## config.mk

```make
export PLATFORM = sky130hd
export DESIGN_NAME = m72_io_top
export DESIGN_NICKNAME = d
export VERILOG_FILES = /design/src/verilog/m72_io_pkg.sv /design/src/verilog/m72_io_decode.sv /design/src/verilog/m72_io_sys_flags.sv /design/src/verilog/m72_io_read.sv /design/src/verilog/m72_audio_mix.sv /design/src/verilog/m72_io_top.sv
export SDC_FILE = /design/constraint.sdc
export NUM_CORES = 1
export LEC_CHECK = 0
export BUFFER_PORTS_ARGS = -buffer_cell sky130_fd_sc_hd__buf_2
export CAP_MARGIN = 15
export CORE_MARGIN = 4
export CORE_UTILIZATION = 43
export CTS_CLUSTER_SIZE = 30
export DETAILED_ROUTE_END_ITERATION = 10
export PLACE_DENSITY = 0.8
export RECOVER_POWER = 25
export SYNTH_ARGS = -nofsm -noshare
export SYNTH_HDL_FRONTEND = slang
export SYNTH_SLANG_ARGS = --single-unit
```

## constraint.sdc

```tcl
create_clock -name CLK_32M -period 2 [get_ports CLK_32M]
set_clock_uncertainty 0.15 [all_clocks]
set_input_delay 0.5 -clock CLK_32M [delete_from_list [all_inputs] [get_ports CLK_32M]]
set_output_delay 0.5 -clock CLK_32M [all_outputs]
set_load 0.02 [all_outputs]
```

## src/verilog/m72_io_pkg.sv

```systemverilog
//====================================================================
// Shared types for the M72 main CPU port block and audio mixer
// Word ports are decoded with address bit 0 masked
//====================================================================
package m72_io_pkg;

    // Port map
    localparam logic [7:0] PORT_SW   = 8'h00;   // Switches word, 0x00/0x01
    localparam logic [7:0] PORT_FLAG = 8'h02;   // Flags word, 0x02/0x03
    localparam logic [7:0] PORT_DSW  = 8'h04;   // DIP word, 0x04/0x05
    localparam logic [7:0] PORT_FSET = 8'h00;   // Flag register write

    localparam logic [7:0] IO_IDLE_BYTE = 8'hFF;

    // One CPU port bus cycle
    typedef struct packed {
        logic       rd;
        logic       wr;
        logic [7:0] addr;
        logic [7:0] data;
    } io_req_t;

    // Decoded request
    typedef struct packed {
        logic       rd;
        logic       wr;
        logic       sel_sw;
        logic       sel_flag;
        logic       sel_dsw;
        logic       sel_fset;
        logic       sel_mculatch;
        logic       hi_byte;
        logic [7:0] wdata;
    } io_sel_t;

    typedef struct packed {
        logic [1:0] coin;
        logic [1:0] start;
        logic [3:0] p1_joystick;
        logic [3:0] p2_joystick;
        logic [3:0] p1_buttons;
        logic [3:0] p2_buttons;
        logic       service;
    } player_in_t;

    typedef struct packed {
        logic [1:0] spare;
        logic       bank;
        logic       brq_n;
        logic       cblk;
        logic       soft_nl_n;
        logic       coin1;
        logic       coin0;
    } sys_flags_t;

    // Flag byte, written raw by the CPU, read back as fields
    typedef union packed {
        logic [7:0] raw;
        sys_flags_t fields;
    } sys_flags_u;

endpackage

```

## src/verilog/m72_io_decode.sv

```systemverilog
//====================================================================
// Port request decode, one cycle. Word selects only on reads
// MCU_LATCH_PORT must lie above 0x05
//====================================================================
`timescale 1ns/1ps

module m72_io_decode #(
    parameter logic [7:0] MCU_LATCH_PORT = 8'hC0
) (
    input  logic                CLK_32M,
    input  logic                reset_n,
    input  m72_io_pkg::io_req_t io,
    output m72_io_pkg::io_sel_t sel
);

    m72_io_pkg::io_sel_t sel_next;
    logic [7:0] word_addr;

    assign word_addr = {io.addr[7:1], 1'b0};   // Bit 0 picks the byte

    always_comb begin
        sel_next              = '0;
        sel_next.rd           = io.rd;
        sel_next.wr           = io.wr;
        sel_next.hi_byte      = io.addr[0];
        sel_next.wdata        = io.data;
        sel_next.sel_sw       = io.rd && (word_addr == m72_io_pkg::PORT_SW);
        sel_next.sel_flag     = io.rd && (word_addr == m72_io_pkg::PORT_FLAG);
        sel_next.sel_dsw      = io.rd && (word_addr == m72_io_pkg::PORT_DSW);
        sel_next.sel_fset     = io.wr && (io.addr == m72_io_pkg::PORT_FSET);
        sel_next.sel_mculatch = io.wr && (io.addr == MCU_LATCH_PORT);
    end

    always_ff @(posedge CLK_32M or negedge reset_n) begin
        if (!reset_n) begin
            sel <= '0;
        end else begin
            sel <= sel_next;
        end
    end

    //====================================================================
    // Checks
    //====================================================================

    // Bus never issues read and write together
    assert property (@(posedge CLK_32M) disable iff (!reset_n)
        !(io.rd && io.wr))
        else $error("m72_io_decode: rd and wr both high");

    // Downstream stages rely on a single active select
    assert property (@(posedge CLK_32M) disable iff (!reset_n)
        $onehot0({sel.sel_sw, sel.sel_flag, sel.sel_dsw,
                  sel.sel_fset, sel.sel_mculatch}))
        else $error("m72_io_decode: more than one select active");

endmodule

```

## src/verilog/m72_io_sys_flags.sv

```systemverilog
//====================================================================
// System flag register and MCU latch, both loaded from the decoded bus
// Strobe is one cycle per latch write
//====================================================================
`timescale 1ns/1ps

module m72_sys_flags (
    input  logic                CLK_32M,
    input  logic                reset_n,
    input  m72_io_pkg::io_sel_t sel,
    input  logic                dip_sw8,
    output logic [1:0]          coin_counter,
    output logic                cblk,
    output logic                brq,
    output logic                bank,
    output logic                nl,
    output logic [7:0]          mcu_latch_data,
    output logic                mcu_latch_strobe
);

    m72_io_pkg::sys_flags_u flags;

    //====================================================================
    // Registers
    //====================================================================

    always_ff @(posedge CLK_32M or negedge reset_n) begin
        if (!reset_n) begin
            flags.raw        <= 8'h00;
            mcu_latch_strobe <= 1'b0;
        end else begin
            if (sel.sel_fset) flags.raw <= sel.wdata;
            mcu_latch_strobe <= sel.sel_mculatch;
        end
    end

    // Latch payload
    always_ff @(posedge CLK_32M) begin
        if (sel.sel_mculatch) begin
            mcu_latch_data <= sel.wdata;
        end
    end

    //====================================================================
    // Derived control outputs
    //====================================================================

    assign coin_counter = {flags.fields.coin1, flags.fields.coin0};
    assign cblk         = flags.fields.cblk;
    assign brq          = ~flags.fields.brq_n;
    assign bank         = flags.fields.bank;

    // DIP bit 8 flips the screen orientation
    assign nl = ~flags.fields.soft_nl_n ^ dip_sw8;

    // MCU side samples one strobe per command byte
    assert property (@(posedge CLK_32M) disable iff (!reset_n)
        mcu_latch_strobe |=> !mcu_latch_strobe)
        else $error("m72_sys_flags: latch strobe held two cycles");

endmodule

```

## src/verilog/m72_io_read.sv

```systemverilog
//====================================================================
// Read data mux. Byte lane from address bit 0
// Unmapped ports return the idle byte
//====================================================================
`timescale 1ns/1ps

module m72_io_read (
    input  logic                   CLK_32M,
    input  logic                   reset_n,
    input  m72_io_pkg::io_sel_t    sel,
    input  m72_io_pkg::player_in_t player,
    input  logic [15:0]            dip_sw,
    input  logic                   tnsl,
    output logic [7:0]             rd_data,
    output logic                   rd_valid
);

    logic [15:0] sw_word;
    logic [15:0] flag_word;
    logic [15:0] word;
    logic [7:0]  rd_byte;

    assign sw_word = {player.p2_buttons, player.p2_joystick,
                      player.p1_buttons, player.p1_joystick};

    // Test and R inputs tied off
    assign flag_word = {8'hFF, tnsl, 3'b111, player.coin, player.start};

    always_comb begin
        word = {m72_io_pkg::IO_IDLE_BYTE, m72_io_pkg::IO_IDLE_BYTE};
        if (sel.sel_sw) begin
            word = sw_word;
        end else if (sel.sel_flag) begin
            word = flag_word;
        end else if (sel.sel_dsw) begin
            word = dip_sw;
        end
        rd_byte = sel.hi_byte ? word[15:8] : word[7:0];
    end

    always_ff @(posedge CLK_32M or negedge reset_n) begin
        if (!reset_n) begin
            rd_valid <= 1'b0;
        end else begin
            rd_valid <= sel.rd;
        end
    end

    always_ff @(posedge CLK_32M) begin
        if (sel.rd) rd_data <= rd_byte;   // Held between reads
    end

    // Every byte handed to the CPU comes from driven inputs
    assert property (@(posedge CLK_32M) disable iff (!reset_n)
        rd_valid |-> !$isunknown(rd_data))
        else $error("m72_io_read: rd_data unknown on a valid read");

endmodule

```

## src/verilog/m72_audio_mix.sv

```systemverilog
//====================================================================
// Unfiltered mix of YM music and MCU samples, one register stage
// MCU sample is offset binary, centred on 0x80
//====================================================================
`timescale 1ns/1ps

module m72_audio_mix (
    input  logic               CLK_32M,
    input  logic               reset_n,
    input  logic signed [15:0] ym_sample,
    input  logic [7:0]         mcu_sample,
    output logic [15:0]        audio_l,
    output logic [15:0]        audio_r
);

    logic [7:0]  mcu_signed;
    logic [16:0] mix_sum;
    logic [16:0] mix_q;

    assign mcu_signed = mcu_sample - 8'h80;   // Re-bias to two's complement

    // MCU sample sits at bits 16:9 of the sum
    assign mix_sum = {ym_sample[15], ym_sample} + {mcu_signed, 9'd0};

    always_ff @(posedge CLK_32M or negedge reset_n) begin
        if (!reset_n) begin
            mix_q <= '0;
        end else begin
            mix_q <= mix_sum;
        end
    end

    // Mono, same on both channels
    assign audio_l = mix_q[16:1];
    assign audio_r = mix_q[16:1];

endmodule

```

## src/verilog/m72_io_top.sv

```systemverilog
//====================================================================
// M72 main CPU port block and audio mixer
// Reads return two cycles after the strobe, no back-pressure
//====================================================================
`timescale 1ns/1ps

module m72_io_top #(
    parameter logic [7:0] MCU_LATCH_PORT = 8'hC0
) (
    input  logic                   CLK_32M,
    input  logic                   reset_n,
    input  m72_io_pkg::io_req_t    io,
    input  m72_io_pkg::player_in_t player,
    input  logic [15:0]            dip_sw,
    input  logic                   tnsl,
    input  logic signed [15:0]     ym_sample,
    input  logic [7:0]             mcu_sample,
    output logic [7:0]             rd_data,
    output logic                   rd_valid,
    output logic [1:0]             coin_counter,
    output logic                   cblk,
    output logic                   brq,
    output logic                   bank,
    output logic                   nl,
    output logic [7:0]             mcu_latch_data,
    output logic                   mcu_latch_strobe,
    output logic [15:0]            audio_l,
    output logic [15:0]            audio_r
);

    m72_io_pkg::io_sel_t sel;

    m72_io_decode #(
        .MCU_LATCH_PORT(MCU_LATCH_PORT)
    ) i_m72_io_decode (
        .CLK_32M (CLK_32M),
        .reset_n (reset_n),
        .io      (io),
        .sel     (sel)
    );

    m72_sys_flags i_m72_sys_flags (
        .CLK_32M          (CLK_32M),
        .reset_n          (reset_n),
        .sel              (sel),
        .dip_sw8          (dip_sw[8]),
        .coin_counter     (coin_counter),
        .cblk             (cblk),
        .brq              (brq),
        .bank             (bank),
        .nl               (nl),
        .mcu_latch_data   (mcu_latch_data),
        .mcu_latch_strobe (mcu_latch_strobe)
    );

    m72_io_read i_m72_io_read (
        .CLK_32M  (CLK_32M),
        .reset_n  (reset_n),
        .sel      (sel),
        .player   (player),
        .dip_sw   (dip_sw),
        .tnsl     (tnsl),
        .rd_data  (rd_data),
        .rd_valid (rd_valid)
    );

    // Audio path is independent of the port bus
    m72_audio_mix i_m72_audio_mix (
        .CLK_32M    (CLK_32M),
        .reset_n    (reset_n),
        .ym_sample  (ym_sample),
        .mcu_sample (mcu_sample),
        .audio_l    (audio_l),
        .audio_r    (audio_r)
    );

endmodule

```

==> results of run 1 <==
-- sequential cells by signal, summed over array words and instances, names as in the netlist --
name / count
i_m72_audio_mix.mix_q: 16
i_m72_io_decode.sel: 15
i_m72_io_read.rd_data: 8
i_m72_io_read.rd_valid: 1
i_m72_sys_flags.flags: 6
i_m72_sys_flags.mcu_latch_data: 8
i_m72_sys_flags.mcu_latch_strobe: 1
-- kinds of logic (layout without fill, tap and decap cells) --
logic type      count (synthesis)  count (layout)  synth area share (%)
flops                          55              55                  62.0
xor+xnor                        5               5                  1.86
simple gates                   30              30                  6.55
buf+inv                        29             157                  7.61
compound gates                 32              32                  8.63
fa+ha+maj                       8               8                  4.58
mux                            19              19                  8.79
-- cell usage after synthesis, drive strengths merged (3+ instances only) --
cell type   n  area (sq um)
a22oi       3          22.5
buf        20           145
ha          7          87.6
nand2       8          30.0
dfrtp      39           976
a21oi       5          25.0
nor2        7          26.3
mux2       13           146
inv         7          26.3
o21ai       9          45.0
nand3       3          15.0
xnor2       5          43.8
nand2b      3          18.8
o22ai       5          31.3
nor3        4          20.0
mux2i       6          60.1
edfxtp     16           480
-- power breakdown --
part / leakage (nW) / internal [W] / total [W] / switching, W
combinational: 0.840 / 0.000193 / 0.000445 / 0.000252
clock: 0.0587 / 0.000379 / 0.000726 / 0.000346
sequential: 0.622 / 0.00121 / 0.00125 / 0.0000336
-- per-stage QoR --
stage          area (sq um)  hold slack, ns
2_1_floorplan          2350          0.0544
3_3_place_gp           3030           0.252
3_5_place_dp           3030           0.256
4_1_cts                3140         0.00242
5_1_grt                3140           0.120
6_report               3140           0.149
-- metal layers --
metal  global-route usage (%)  part of all wire (%)
met4                     6.48                   1.8
met2                     26.6                    51
met1                     16.7                    35
met5                        0                     0
met3                     6.36                    12
-- cell type report --
| cell class | instances | share of cell area (%) |
|---|---|---|
| Tap cell | 70 | 2.79 |
| Clock buffer | 5 | 2.19 |
| Inverter | 7 | 0.837 |
| Clock inverter | 3 | 1.52 |
| Multi-Input combinational cell | 94 | 22.8 |
| Timing Repair Buffer | 142 | 23.5 |
| Sequential cell | 55 | 46.4 |
-- worst max-delay path by stage --
stage                  from                   endpoint  slack (ns)  cells past startpoint
4_1_cts        ym_sample[9]  i_m72_audio_mix.mix_q[15]        0.19                      8
3_5_place_dp   ym_sample[9]  i_m72_audio_mix.mix_q[15]       -0.13                      8
5_1_grt        ym_sample[9]  i_m72_audio_mix.mix_q[15]        0.13                      8
2_1_floorplan  ym_sample[9]  i_m72_audio_mix.mix_q[15]        0.02                      7
3_3_place_gp   ym_sample[9]  i_m72_audio_mix.mix_q[15]       -0.09                      8
6_report       ym_sample[9]  i_m72_audio_mix.mix_q[15]        0.19                      8
==> results.md, run 1 <==
| Item | Value | Unit |
|:---|:---|:---|
| Outcome | finished clean | - |
| Die Y-Extent | 81.9 | microns |
| Total global routing track utilization | 15.5 | % |
| Netlist cell types | 33 | - |
| Share of synthesized registers carrying an async set or reset | 70.9 | % |
| Unrepaired setup endpoints after global routing | no | - |
| Lkg Pwr | 1.52 | nW |
| Vias in the first global route | 1789 | - |
| Area of all sequential standard cells | 1460 | sq um |
| Synth Cell Area | 2350 | sq um |
| Number of nets with antenna violations after detailed routing | 0 | - |
| Num CTS Buffers | 5 | - |
| Count of inserted antenna diode cells | 0 | - |
| First-pass GRT wire length | 7810 | microns |
| Count of buffer and inverter cells on the critical path | 2 | - |
| Max-cap check violation count | 0 | - |
| Count of flip-flops with a built-in enable after synthesis | 16 | - |
| Minimum period implied by the final worst setup slack | 1.81 | ns |
| Hold-critical path depth | 1 | - |
| Largest delay contributor family on the critical path | simple AND/OR/NAND/NOR gates | - |
| Cells after DPL | 368 | - |
| Number of iterations in the first detailed-routing pass | 4 | - |
| Highest ir drop seen on vdd | 0.394 | mV |
| Clock tree from TritonCTS | built | - |
| Worst slack at placement | -0.130 | ns |
| Setup total negative slack | 0 | ns |
| Share of the yosys chip area belonging to registers | 62.0 | % |
| Startpoint of the lowest-slack register-to-register path | i_m72_io_decode.sel[8] | - |
| Critical Path, Cell by Cell | buf_2, ha_1, inv_1, fa_1, nor2b_4, o31a_1, or4_1, nand3_1 | - |
| Crit end category | flip-flop | - |
| FMAX | 0.551 | GHz |
| Area growth from synthesis to layout | 33.5 | % |
| Relative slew slack | 22.6 | % |
| Min setup slack post-route | 0.186 | ns |
| Worst hold path type | input port to flip-flop | - |
| Die X | 81.9 | microns |
| Via density per instance | 4.74 | - |
| Layout cells sized above 1 | 52.6 | % |
| Number of failing setup endpoints in the final timing report | 0 | - |
| Via Count | 1783 | - |
| CTS H-Tree Depth | 2 | - |
| Total count of hold-check failures in the final report | 0 | - |
| Number of antenna violations at the first check in global routing | 0 | - |
| Ratio of final minimum period to clock period | 90.7 | % |
| Kind of launch point of the worst setup path | input port | - |
| Boundary pin count | 138 | - |
| Delay of the slowest critical-path stage | 0.39 | ns |
| Worst hold path endpoint | i_m72_audio_mix.mix_q[8] | - |
| Final net count | 395 | - |
| Crit path kind | input port to flip-flop | - |
| Slowest cell on the critical path | or4_1 | - |
| Overall power | 0.00242 | W |
| Power per Cell Area | 771 | nW/um^2 |
| Initial Util | 45.1 | % |
| Clock latency on the worst-skew pair | 0.29 | ns |
| Floorplan row count | 26 | - |
| Grt ovf | 0 | - |
| Root Buffer | clkbuf_8 | - |
| Capturing point of the worst reg2reg path | i_m72_io_read.rd_data[1] | - |
| Die footprint | 6710 | sq um |
| Detailed Route WL | 5170 | microns |
| Synthesized area per cell | 13.2 | sq um |
| Min-delay src | ym_sample[8] | - |
| Utilization after layout | 60.3 | % |
| Most common cell after layout, fill and taps aside | buf_2 | - |
| Post-detailed-route DRC marker count | 0 | - |
| YS warnings | 0 | - |
| Number of nets in the synthesized netlist | 268 | - |
| Number of buffers on the longest clock path | 2 | - |
| Flop-to-flop setup slack | 0.36 | ns |
| Count of port buffers added during placement | 135 | - |
| Largest net degree at the start of global routing | 22 | - |
| Ys flop type | dfrtp_1 | - |
| Worst-case reg-to-reg path depth | 3 | - |
| Number of instances in the synthesized netlist | 178 | - |
| Multi-input gate area in the final layout | 714 | sq um |
| Number of violations reported at the end of detailed-routing iteration 0 | 61 | - |
| Register clock-pin slew on the reported worst setup and hold paths | 0.10 | ns |
| Fill cell instance count of the final layout | 469 | - |
| Worst Tran Pin Value | 1.16 | ns |
| Count of hold-fix buffers inserted at cts | 0 | - |
| Post-CTS setup buffers | 0 | - |
| Most frequent cells in the layout | buf_2, dfrtp_1, edfxtp_1, mux2_2, o21ai_0 | - |
| Post-layout instance count excluding filler cells | 376 | - |
| CP arrival | 1.91 | ns |
| Core region area | 5200 | sq um |
| Clock sinks | 55 | - |
| Hpwl dp | 4350 | microns |
| Largest fanout on the critical path | 2 | - |
| Flip-flop and latch count after synthesis | 55 | - |
| Worst path required time | 2.09 | ns |
| Post-CTS Resized | 0 | - |
| Average wire per standard cell | 13.7 | microns |
| Final GP Congestion | 0.761 | - |
| Pins Over Slew Limit | 0 | - |
No activity file was read; power rests on OpenSTA's default activity.
==> inputs of run 2 (changes only) <==
--- a/config.mk
+++ b/config.mk
@@ -8,11 +8,12 @@
 export BUFFER_PORTS_ARGS = -buffer_cell sky130_fd_sc_hd__buf_2
 export CAP_MARGIN = 15
 export CORE_MARGIN = 4
-export CORE_UTILIZATION = 43
+export CORE_UTILIZATION = 48
 export CTS_CLUSTER_SIZE = 30
 export DETAILED_ROUTE_END_ITERATION = 10
-export PLACE_DENSITY = 0.8
+export PLACE_DENSITY = 0.86
 export RECOVER_POWER = 25
 export SYNTH_ARGS = -nofsm -noshare
 export SYNTH_HDL_FRONTEND = slang
+export SYNTH_HIERARCHICAL = 1
 export SYNTH_SLANG_ARGS = --single-unit
==> constraint.sdc (replaced) <==
create_clock -name CLK_32M -period 2.16 [get_ports CLK_32M]
set_clock_uncertainty 0.15 [all_clocks]
set_input_delay 0.54 -clock CLK_32M [delete_from_list [all_inputs] [get_ports CLK_32M]]
set_output_delay 0.54 -clock CLK_32M [all_outputs]
set_load 0.02 [all_outputs]
==> run 2 against run 1 <==
  * Clock power down 24%
  * Non-clock buffer count down 5
  * Worst hold slack better by 0.035 ns
  * Clock-buffer cell count unchanged
  * Combinational power down 6.5%
  * Highest routed layer is now met5
  * Final area up 0.80%
  * Critical path type unchanged
  * Synthesized cell count down 2.2%
  * Routed wire length up 4.2%
==> results.md, run 2 <==
| Item | Value | Unit | Change |
|:---|:---|:---|:---|
| First-pass GRT wire length | 8180 | microns | was 7810 microns |
| Highest ir drop seen on vdd | 0.330 | mV | was 0.394 mV |
| CTS H-Tree Depth | 2 | - | unchanged |
| Number of antenna violations at the first check in global routing | 1 | - | was 0 |
| Registers with the highest flip-flop counts | i_m72_audio_mix/mix_q: 16 flops, i_m72_io_decode/sel: 15 flops | - | was i_m72_audio_mix.mix_q: 16 flops, i_m72_io_decode.sel: 15 flops |
| Average wire per standard cell | 14.8 | microns | was 13.7 microns |
| Number of instances in the synthesized netlist | 174 | - | was 178 |
| CP arrival | 1.80 | ns | was 1.91 ns |
| Final net count | 386 | - | was 395 |
| Detailed Route WL | 5380 | microns | was 5170 microns |
| Worst path required time | 2.20 | ns | was 2.09 ns |
| Share of power burned in registers | 54.5 | % | was 51.6% |
| Relative slew slack | 38.0 | % | was 22.6% |
| Synth Cell Area | 2490 | sq um | was 2350 sq um |
| Max-cap check violation count | 0 | - | unchanged |
| Largest delay contributor family on the critical path | compound AO/OA/AOI/OAI gates | - | was simple AND/OR/NAND/NOR gates |
| Number of iterations in the first detailed-routing pass | 4 | - | unchanged |
| Cells after DPL | 356 | - | was 368 |
| Min setup slack post-route | 0.404 | ns | was 0.186 ns |
| Boundary pin count | 138 | - | unchanged |
| Core region area | 4880 | sq um | was 5200 sq um |
| Num CTS Buffers | 5 | - | unchanged |
| Post-CTS Resized | 0 | - | unchanged |
| Utilization after layout | 64.8 | % | was 60.3% |
| Post-detailed-route DRC marker count | 0 | - | unchanged |
| Startpoint of the lowest-slack register-to-register path | i_m72_io_decode/sel[8] | - | was i_m72_io_decode.sel[8] |
| Power per Cell Area | 672 | nW/um^2 | was 771 nW/um^2 |
| Via density per instance | 4.82 | - | was 4.74 |
| Minimum period implied by the final worst setup slack | 1.76 | ns |  |
| Clock tree from TritonCTS | built | - | unchanged |
| Worst Tran Pin Value | 0.930 | ns | was 1.16 ns |
| Largest net degree at the start of global routing | 40 | - | was 22 |
| Layout cells sized above 1 | 57.9 | % | was 52.6% |
| Number of nets in the synthesized netlist | 264 | - | was 268 |
| Largest fanout on the critical path | 3 | - | was 2 |
| Sw Share | 27.9 | % | was 26.1% |
| Number of failing setup endpoints in the final timing report | 0 | - | unchanged |
| Unrepaired setup endpoints after global routing | no | - | unchanged |
| Setup total negative slack | 0 | ns | unchanged |
| Flop-to-flop setup slack | 0.42 | ns | was 0.36 ns |
| Crit end category | flip-flop | - | unchanged |
| Capturing point of the worst reg2reg path | i_m72_io_read/rd_data[4] | - | was i_m72_io_read.rd_data[1] |
| FMAX | 0.569 | GHz |  |
| Clock latency on the worst-skew pair | 0.30 | ns | was 0.29 ns |
| Root Buffer | clkbuf_8 | - | unchanged |
| Total global routing track utilization | 16.6 | % | was 15.5% |
| Number of buffers on the longest clock path | 2 | - | unchanged |
| Register clock-pin slew on the reported worst setup and hold paths | 0.10 | ns | about the same |
| Floorplan row count | 25 | - | was 26 |
| Worst hold path endpoint | i_m72_audio_mix/mix_q[4] | - | was i_m72_audio_mix.mix_q[8] |
| Die X | 80.0 | microns | was 81.9 microns |
| Worst-case reg-to-reg path depth | 3 | - | unchanged |
| Lkg Pwr | 1.52 | nW | about the same |
| Number of nets with antenna violations after detailed routing | 0 | - | unchanged |
| Via Count | 1755 | - | was 1783 |
| Die footprint | 6400 | sq um | was 6710 sq um |
| Clock sinks | 55 | - | unchanged |
| Count of buffer and inverter cells on the critical path | 2 | - | unchanged |
| Overall power | 0.00212 | W | was 0.00242 W |
| Worst slack at placement | 0.0684 | ns | was -0.130 ns |
| Post-CTS setup buffers | 0 | - | unchanged |
| Most frequent cells in the layout | buf_2, dfrtp_1, edfxtp_1, mux2_4 | - | was buf_2, dfrtp_1, edfxtp_1, mux2_2, o21ai_0 |
| Count of hold-fix buffers inserted at cts | 0 | - | unchanged |
| Critical Path, Cell by Cell | buf_2, ha_1, inv_1, fa_1, nor2b_4, o31a_1, o311ai_1 | - | was buf_2, ha_1, inv_1, fa_1, nor2b_4, o31a_1, or4_1, nand3_1 |
| Count of inserted antenna diode cells | 0 | - | unchanged |
| Synthesized area per cell | 14.3 | sq um | was 13.2 sq um |
| Clock network fraction of design power | 25.9 | % | was 30.0% |
| Vias in the first global route | 1742 | - | was 1789 |
| Slowest cell on the critical path | o311ai_1 | - | was or4_1 |
| Crit path kind | input port to flip-flop | - | unchanged |
| Area growth from synthesis to layout | 27.2 | % | was 33.5% |
| Count of port buffers added during placement | 135 | - | unchanged |
| Kind of launch point of the worst setup path | input port | - | unchanged |
| Number of violations reported at the end of detailed-routing iteration 0 | 75 | - | was 61 |
| Ratio of final minimum period to clock period | 81.3 | % |  |
| Max FFs per register | 16 | - | unchanged |
| Net switching power of the design | 0.000593 | W | was 0.000632 W |
| Total count of hold-check failures in the final report | 0 | - | unchanged |
| Die Y-Extent | 80.0 | microns | was 81.9 microns |
| Hold-critical path depth | 1 | - | unchanged |
| Pins Over Slew Limit | 0 | - | unchanged |
| Initial Util | 51.0 | % | was 45.1% |
| Top reg by flops | i_m72_audio_mix/mix_q | - | was i_m72_audio_mix.mix_q |
| Int Power | 0.00153 | W | was 0.00179 W |
| Combinational fraction of design power | 19.6 | % | was 18.4% |
| Post-layout instance count excluding filler cells | 364 | - | was 376 |
| Final GP Congestion | 0.725 | - | was 0.761 |
| Worst hold path type | input port to flip-flop | - | unchanged |
| Min-delay src | ym_sample[4] | - | was ym_sample[8] |
| Hpwl dp | 4360 | microns | was 4350 microns |
| Delay of the slowest critical-path stage | 0.31 | ns | was 0.39 ns |
| Total stage count of the critical path | 7 | - | was 8 |
| Outcome | finished clean | - | unchanged |
| Most common cell after layout, fill and taps aside | buf_2 | - | unchanged |
| YS warnings | 6 | - | was 0 |
| Grt ovf | 0 | - | unchanged |
## run 2: layout make-up
cell class,instances,area [sq um]
clock inverters,3,20.0
well taps,67,83.8
inverters,7,26.3
fillers,404,1720
flip-flops and latches,55,1460
repair buffers,137,688
clock buffers,5,68.8
multi-input cells,90,820
## run 2: power groups by stage
| stage | sequential [W] | clock (W) | combinational, W |
|---|---|---|---|
| after detailed placement | 0.00118 | 0 | 0.000420 |
| after floorplan | 0.00122 | 0 | 0.000234 |
| final | 0.00116 | 0.000550 | 0.000416 |
| after global placement | 0.00118 | 0 | 0.000409 |
| after CTS | 0.00116 | 0.000568 | 0.000421 |
| after global routing | 0.00117 | 0.000625 | 0.000450 |
## run 2: through the flow
| step | hold slack (ns) | cell area [sq um] |
|---|---|---|
| after floorplan | 0.0944 | 2490 |
| after global placement | 0.254 | 3080 |
| after detailed placement | 0.255 | 3080 |
| after CTS | 0.129 | 3170 |
| after global routing | 0.159 | 3160 |
| final | 0.184 | 3160 |
## run 2: worst max-delay path by stage
stage,start,end
CTS,i_m72_sys_flags/flags[2],nl
floorplan,ym_sample[9],i_m72_audio_mix/mix_q[15]
global route,i_m72_io_decode/sel[8],i_m72_io_read/rd_data[2]
global placement,ym_sample[9],i_m72_audio_mix/mix_q[15]
detailed placement,ym_sample[9],i_m72_audio_mix/mix_q[15]
finish,ym_sample[9],i_m72_audio_mix/mix_q[15]
## run 2: per-layer routing
metal / part of all wire (%) / GRT usage (%) / up-vias
li1: - / - / 855
met1: 38 / 19.7 / 827
met2: 55 / 29.7 / 65
met3: 6.1 / 3.61 / 6
met4: 0.82 / 5.41 / 2
met5: 0.24 / 0 / -
==> inputs of run 3 (changes only) <==
--- a/config.mk
+++ b/config.mk
@@ -8,10 +8,10 @@
 export BUFFER_PORTS_ARGS = -buffer_cell sky130_fd_sc_hd__buf_2
 export CAP_MARGIN = 15
 export CORE_MARGIN = 4
-export CORE_UTILIZATION = 48
+export CORE_UTILIZATION = 44
 export CTS_CLUSTER_SIZE = 30
 export DETAILED_ROUTE_END_ITERATION = 10
-export PLACE_DENSITY = 0.86
+export PLACE_DENSITY = 0.8
 export RECOVER_POWER = 25
 export SYNTH_ARGS = -nofsm -noshare
 export SYNTH_HDL_FRONTEND = slang
==> constraint.sdc (replaced) <==
create_clock -name CLK_32M -period 1.7 [get_ports CLK_32M]
set_clock_uncertainty 0.15 [all_clocks]
set_input_delay 0.425 -clock CLK_32M [delete_from_list [all_inputs] [get_ports CLK_32M]]
set_output_delay 0.425 -clock CLK_32M [all_outputs]
set_load 0.02 [all_outputs]
==> run 3 against run 2 <==
  * Power increased by 37%
  * Global-route usage decreased by 1.6 points
  * Non-clock buffer count increased by 9
  * Register-to-register slack got worse by 0.22 ns
  * Sequential share of layout area decreased by 1.7 points
  * First-iteration DRC count increased by 2.7%
  * Critical endpoint is now nl
  * Highest routed layer is now met4
==> results.md, run 3 (synthesized netlist as in run 2, its figures left out) <==
| Item | Value | Unit | Change |
|:---|:---|:---|:---|
| Int Power | 0.00216 | W | was 0.00153 W |
| Number of violations reported at the end of detailed-routing iteration 0 | 77 | - | was 75 |
| Worst hold path type | input port to flip-flop | - | unchanged |
| Net switching power of the design | 0.000748 | W | was 0.000593 W |
| FMAX | 0.621 | GHz |  |
| Clock tree from TritonCTS | built | - | unchanged |
| Clock latency on the worst-skew pair | 0.30 | ns | about the same |
| Most frequent cells in the layout | buf_2, dfrtp_1, edfxtp_1, mux2_4, buf_4 | - | was buf_2, dfrtp_1, edfxtp_1, mux2_4 |
| Clock sinks | 55 | - | unchanged |
| Final net count | 395 | - | was 386 |
| Share of power burned in registers | 50.3 | % | was 54.5% |
| Registers with the highest flip-flop counts | i_m72_audio_mix/mix_q: 16 flops, i_m72_io_decode/sel: 15 flops | - | unchanged |
| Via Count | 1758 | - | was 1755 |
| Post-CTS setup buffers | 0 | - | unchanged |
| Hold-critical path depth | 1 | - | unchanged |
| Number of failing setup endpoints in the final timing report | 0 | - | unchanged |
| Number of iterations in the first detailed-routing pass | 4 | - | unchanged |
| Max FFs per register | 16 | - | unchanged |
| Largest fanout on the critical path | 2 | - | was 3 |
| Initial Util | 45.2 | % | was 51.0% |
| Kind of launch point of the worst setup path | flip-flop | - | was input port |
| Lkg Pwr | 1.58 | nW | was 1.52 nW |
| Number of buffers on the longest clock path | 2 | - | unchanged |
| Total global routing track utilization | 15.0 | % | was 16.6% |
| Ratio of final minimum period to clock period | 94.7 | % |  |
| Detailed Route WL | 5170 | microns | was 5380 microns |
| Clock network fraction of design power | 30.5 | % | was 25.9% |
| Number of antenna violations at the first check in global routing | 0 | - | was 1 |
| Final GP Congestion | 0.815 | - | was 0.725 |
| Worst Tran Pin Value | 0.384 | ns | was 0.930 ns |
| Crit path kind | flip-flop to output pin | - | was input port to flip-flop |
| Worst slack at placement | -0.206 | ns | was 0.0684 ns |
| Floorplan row count | 27 | - | was 25 |
| Top reg by flops | i_m72_audio_mix/mix_q | - | unchanged |
| Setup total negative slack | 0 | ns | unchanged |
| Highest ir drop seen on vdd | 0.494 | mV | was 0.330 mV |
| Power per Cell Area | 886 | nW/um^2 | was 672 nW/um^2 |
| Utilization after layout | 59.7 | % | was 64.8% |
| Largest net degree at the start of global routing | 26 | - | was 40 |
| CP arrival | 1.04 | ns | was 1.80 ns |
| Most common cell after layout, fill and taps aside | buf_2 | - | unchanged |
| Num CTS Buffers | 5 | - | unchanged |
| Post-detailed-route DRC marker count | 0 | - | unchanged |
| Register clock-pin slew on the reported worst setup and hold paths | 0.10 | ns | about the same |
| Grt ovf | 0 | - | unchanged |
| Hpwl dp | 4300 | microns | was 4360 microns |
| Root Buffer | clkbuf_8 | - | unchanged |
| Min setup slack post-route | 0.0893 | ns | was 0.404 ns |
| CTS H-Tree Depth | 2 | - | unchanged |
| Relative slew slack | 74.4 | % | was 38.0% |
| Die X | 83.2 | microns | was 80.0 microns |
| Outcome | finished clean | - | unchanged |
| Layout cells sized above 1 | 58.8 | % | was 57.9% |
| Boundary pin count | 138 | - | unchanged |
| Average wire per standard cell | 13.7 | microns | was 14.8 microns |
| Count of inserted antenna diode cells | 0 | - | unchanged |
| Crit end category | output pin | - | was flip-flop |
| Number of nets with antenna violations after detailed routing | 0 | - | unchanged |
| Worst-case reg-to-reg path depth | 3 | - | unchanged |
| Die Y-Extent | 83.2 | microns | was 80.0 microns |
| Minimum period implied by the final worst setup slack | 1.61 | ns |  |
| Via density per instance | 4.65 | - | was 4.82 |
| Core region area | 5510 | sq um | was 4880 sq um |
| Die footprint | 6920 | sq um | was 6400 sq um |
| Area growth from synthesis to layout | 32.2 | % | was 27.2% |
| Max-cap check violation count | 0 | - | unchanged |
| Count of port buffers added during placement | 135 | - | unchanged |
| Final Hold Slack | 0.0713 | ns | was 0.184 ns |
| Vias in the first global route | 1784 | - | was 1742 |
| Worst path required time | 1.12 | ns | was 2.20 ns |
| Unrepaired setup endpoints after global routing | no | - | unchanged |
| Pins Over Slew Limit | 0 | - | unchanged |
| Combinational fraction of design power | 19.1 | % | was 19.6% |
| First-pass GRT wire length | 8460 | microns | was 8180 microns |
| Sw Share | 25.7 | % | was 27.9% |
| Total count of hold-check failures in the final report | 0 | - | unchanged |
[run 3: changes by cell type in the layout (fill, tap and decap cells not counted), sizes merged]
cell / before / now
buf: 136 / 143
bufinv: 0 / 1
clkbuf: 6 / 8
clkinv: 1 / 0
clkinvlp: 2 / 0
dlygate4sd3: 0 / 1
inv: 7 / 8
[run 3: through the flow]
stage | total power [W] | instance area [sq um] | cells
final | 0.00291 | 3290 | 378
after global routing | 0.00306 | 3290 | 378
after CTS | 0.00296 | 3290 | 378
after detailed placement | 0.00206 | 3160 | 369
after global placement | 0.00204 | 3160 | 369
after floorplan | 0.00185 | 2490 | 174
[run 3: layout make-up]
cell class | instances | area, sq um
Tap cell | 72 | 90.1
Fill cell | 470 | 2220
Clock buffer | 6 | 82.6
Sequential cell | 55 | 1460
Clock inverter | 2 | 38.8
Timing Repair Buffer | 146 | 771
Multi-Input combinational cell | 90 | 822
Inverter | 7 | 26.3
[run 3: power groups by stage]
| stage | clock [W] | combinational [W] | sequential [W] |
|---|---|---|---|
| CTS | 0.000927 | 0.000565 | 0.00147 |
| detailed placement | 0 | 0.000562 | 0.00150 |
| global placement | 0 | 0.000547 | 0.00149 |
| floorplan | 0 | 0.000298 | 0.00156 |
| finish | 0.000890 | 0.000556 | 0.00147 |
| global route | 0.000976 | 0.000602 | 0.00148 |
[run 3: worst max-delay path, stage by stage (launching register included)]
cell,delay (ns)
dfrtp_1,0.41
xnor2_1,0.15
buf_2,0.18
[run 3: per-layer routing]
layer / wire [microns] / GRT usage (%)
met1: 1930 / 17.5
met5: 0 / 0
met3: 328 / 3.37
met4: 64 / 4.46
met2: 2850 / 27.4
[run 3: path summary, 6_finish.rpt]
path | start | endpoint | slack, ns
setup / recovery | i_m72_sys_flags/flags[2] | nl | 0.09
max in group asynchronous | reset_n | i_m72_io_decode/sel[8] | 0.53
hold reg to reg | i_m72_io_decode/sel[6] | i_m72_sys_flags/mcu_latch_data[6] | 0.28
min in group asynchronous | reset_n | i_m72_io_decode/sel[0] | 0.41
setup reg to reg | i_m72_io_decode/sel[8] | i_m72_io_read/rd_data[2] | 0.20
hold / removal | ym_sample[7] | i_m72_audio_mix/mix_q[7] | 0.07
[run 3: what timing repair did]
item | 4_1_cts | 5_1_grt
setup endpoints to repair | 0 | 1
hold endpoints to repair | 14 | 0
hold buffers | 1 | 0
gates resized for setup | 0 | 1
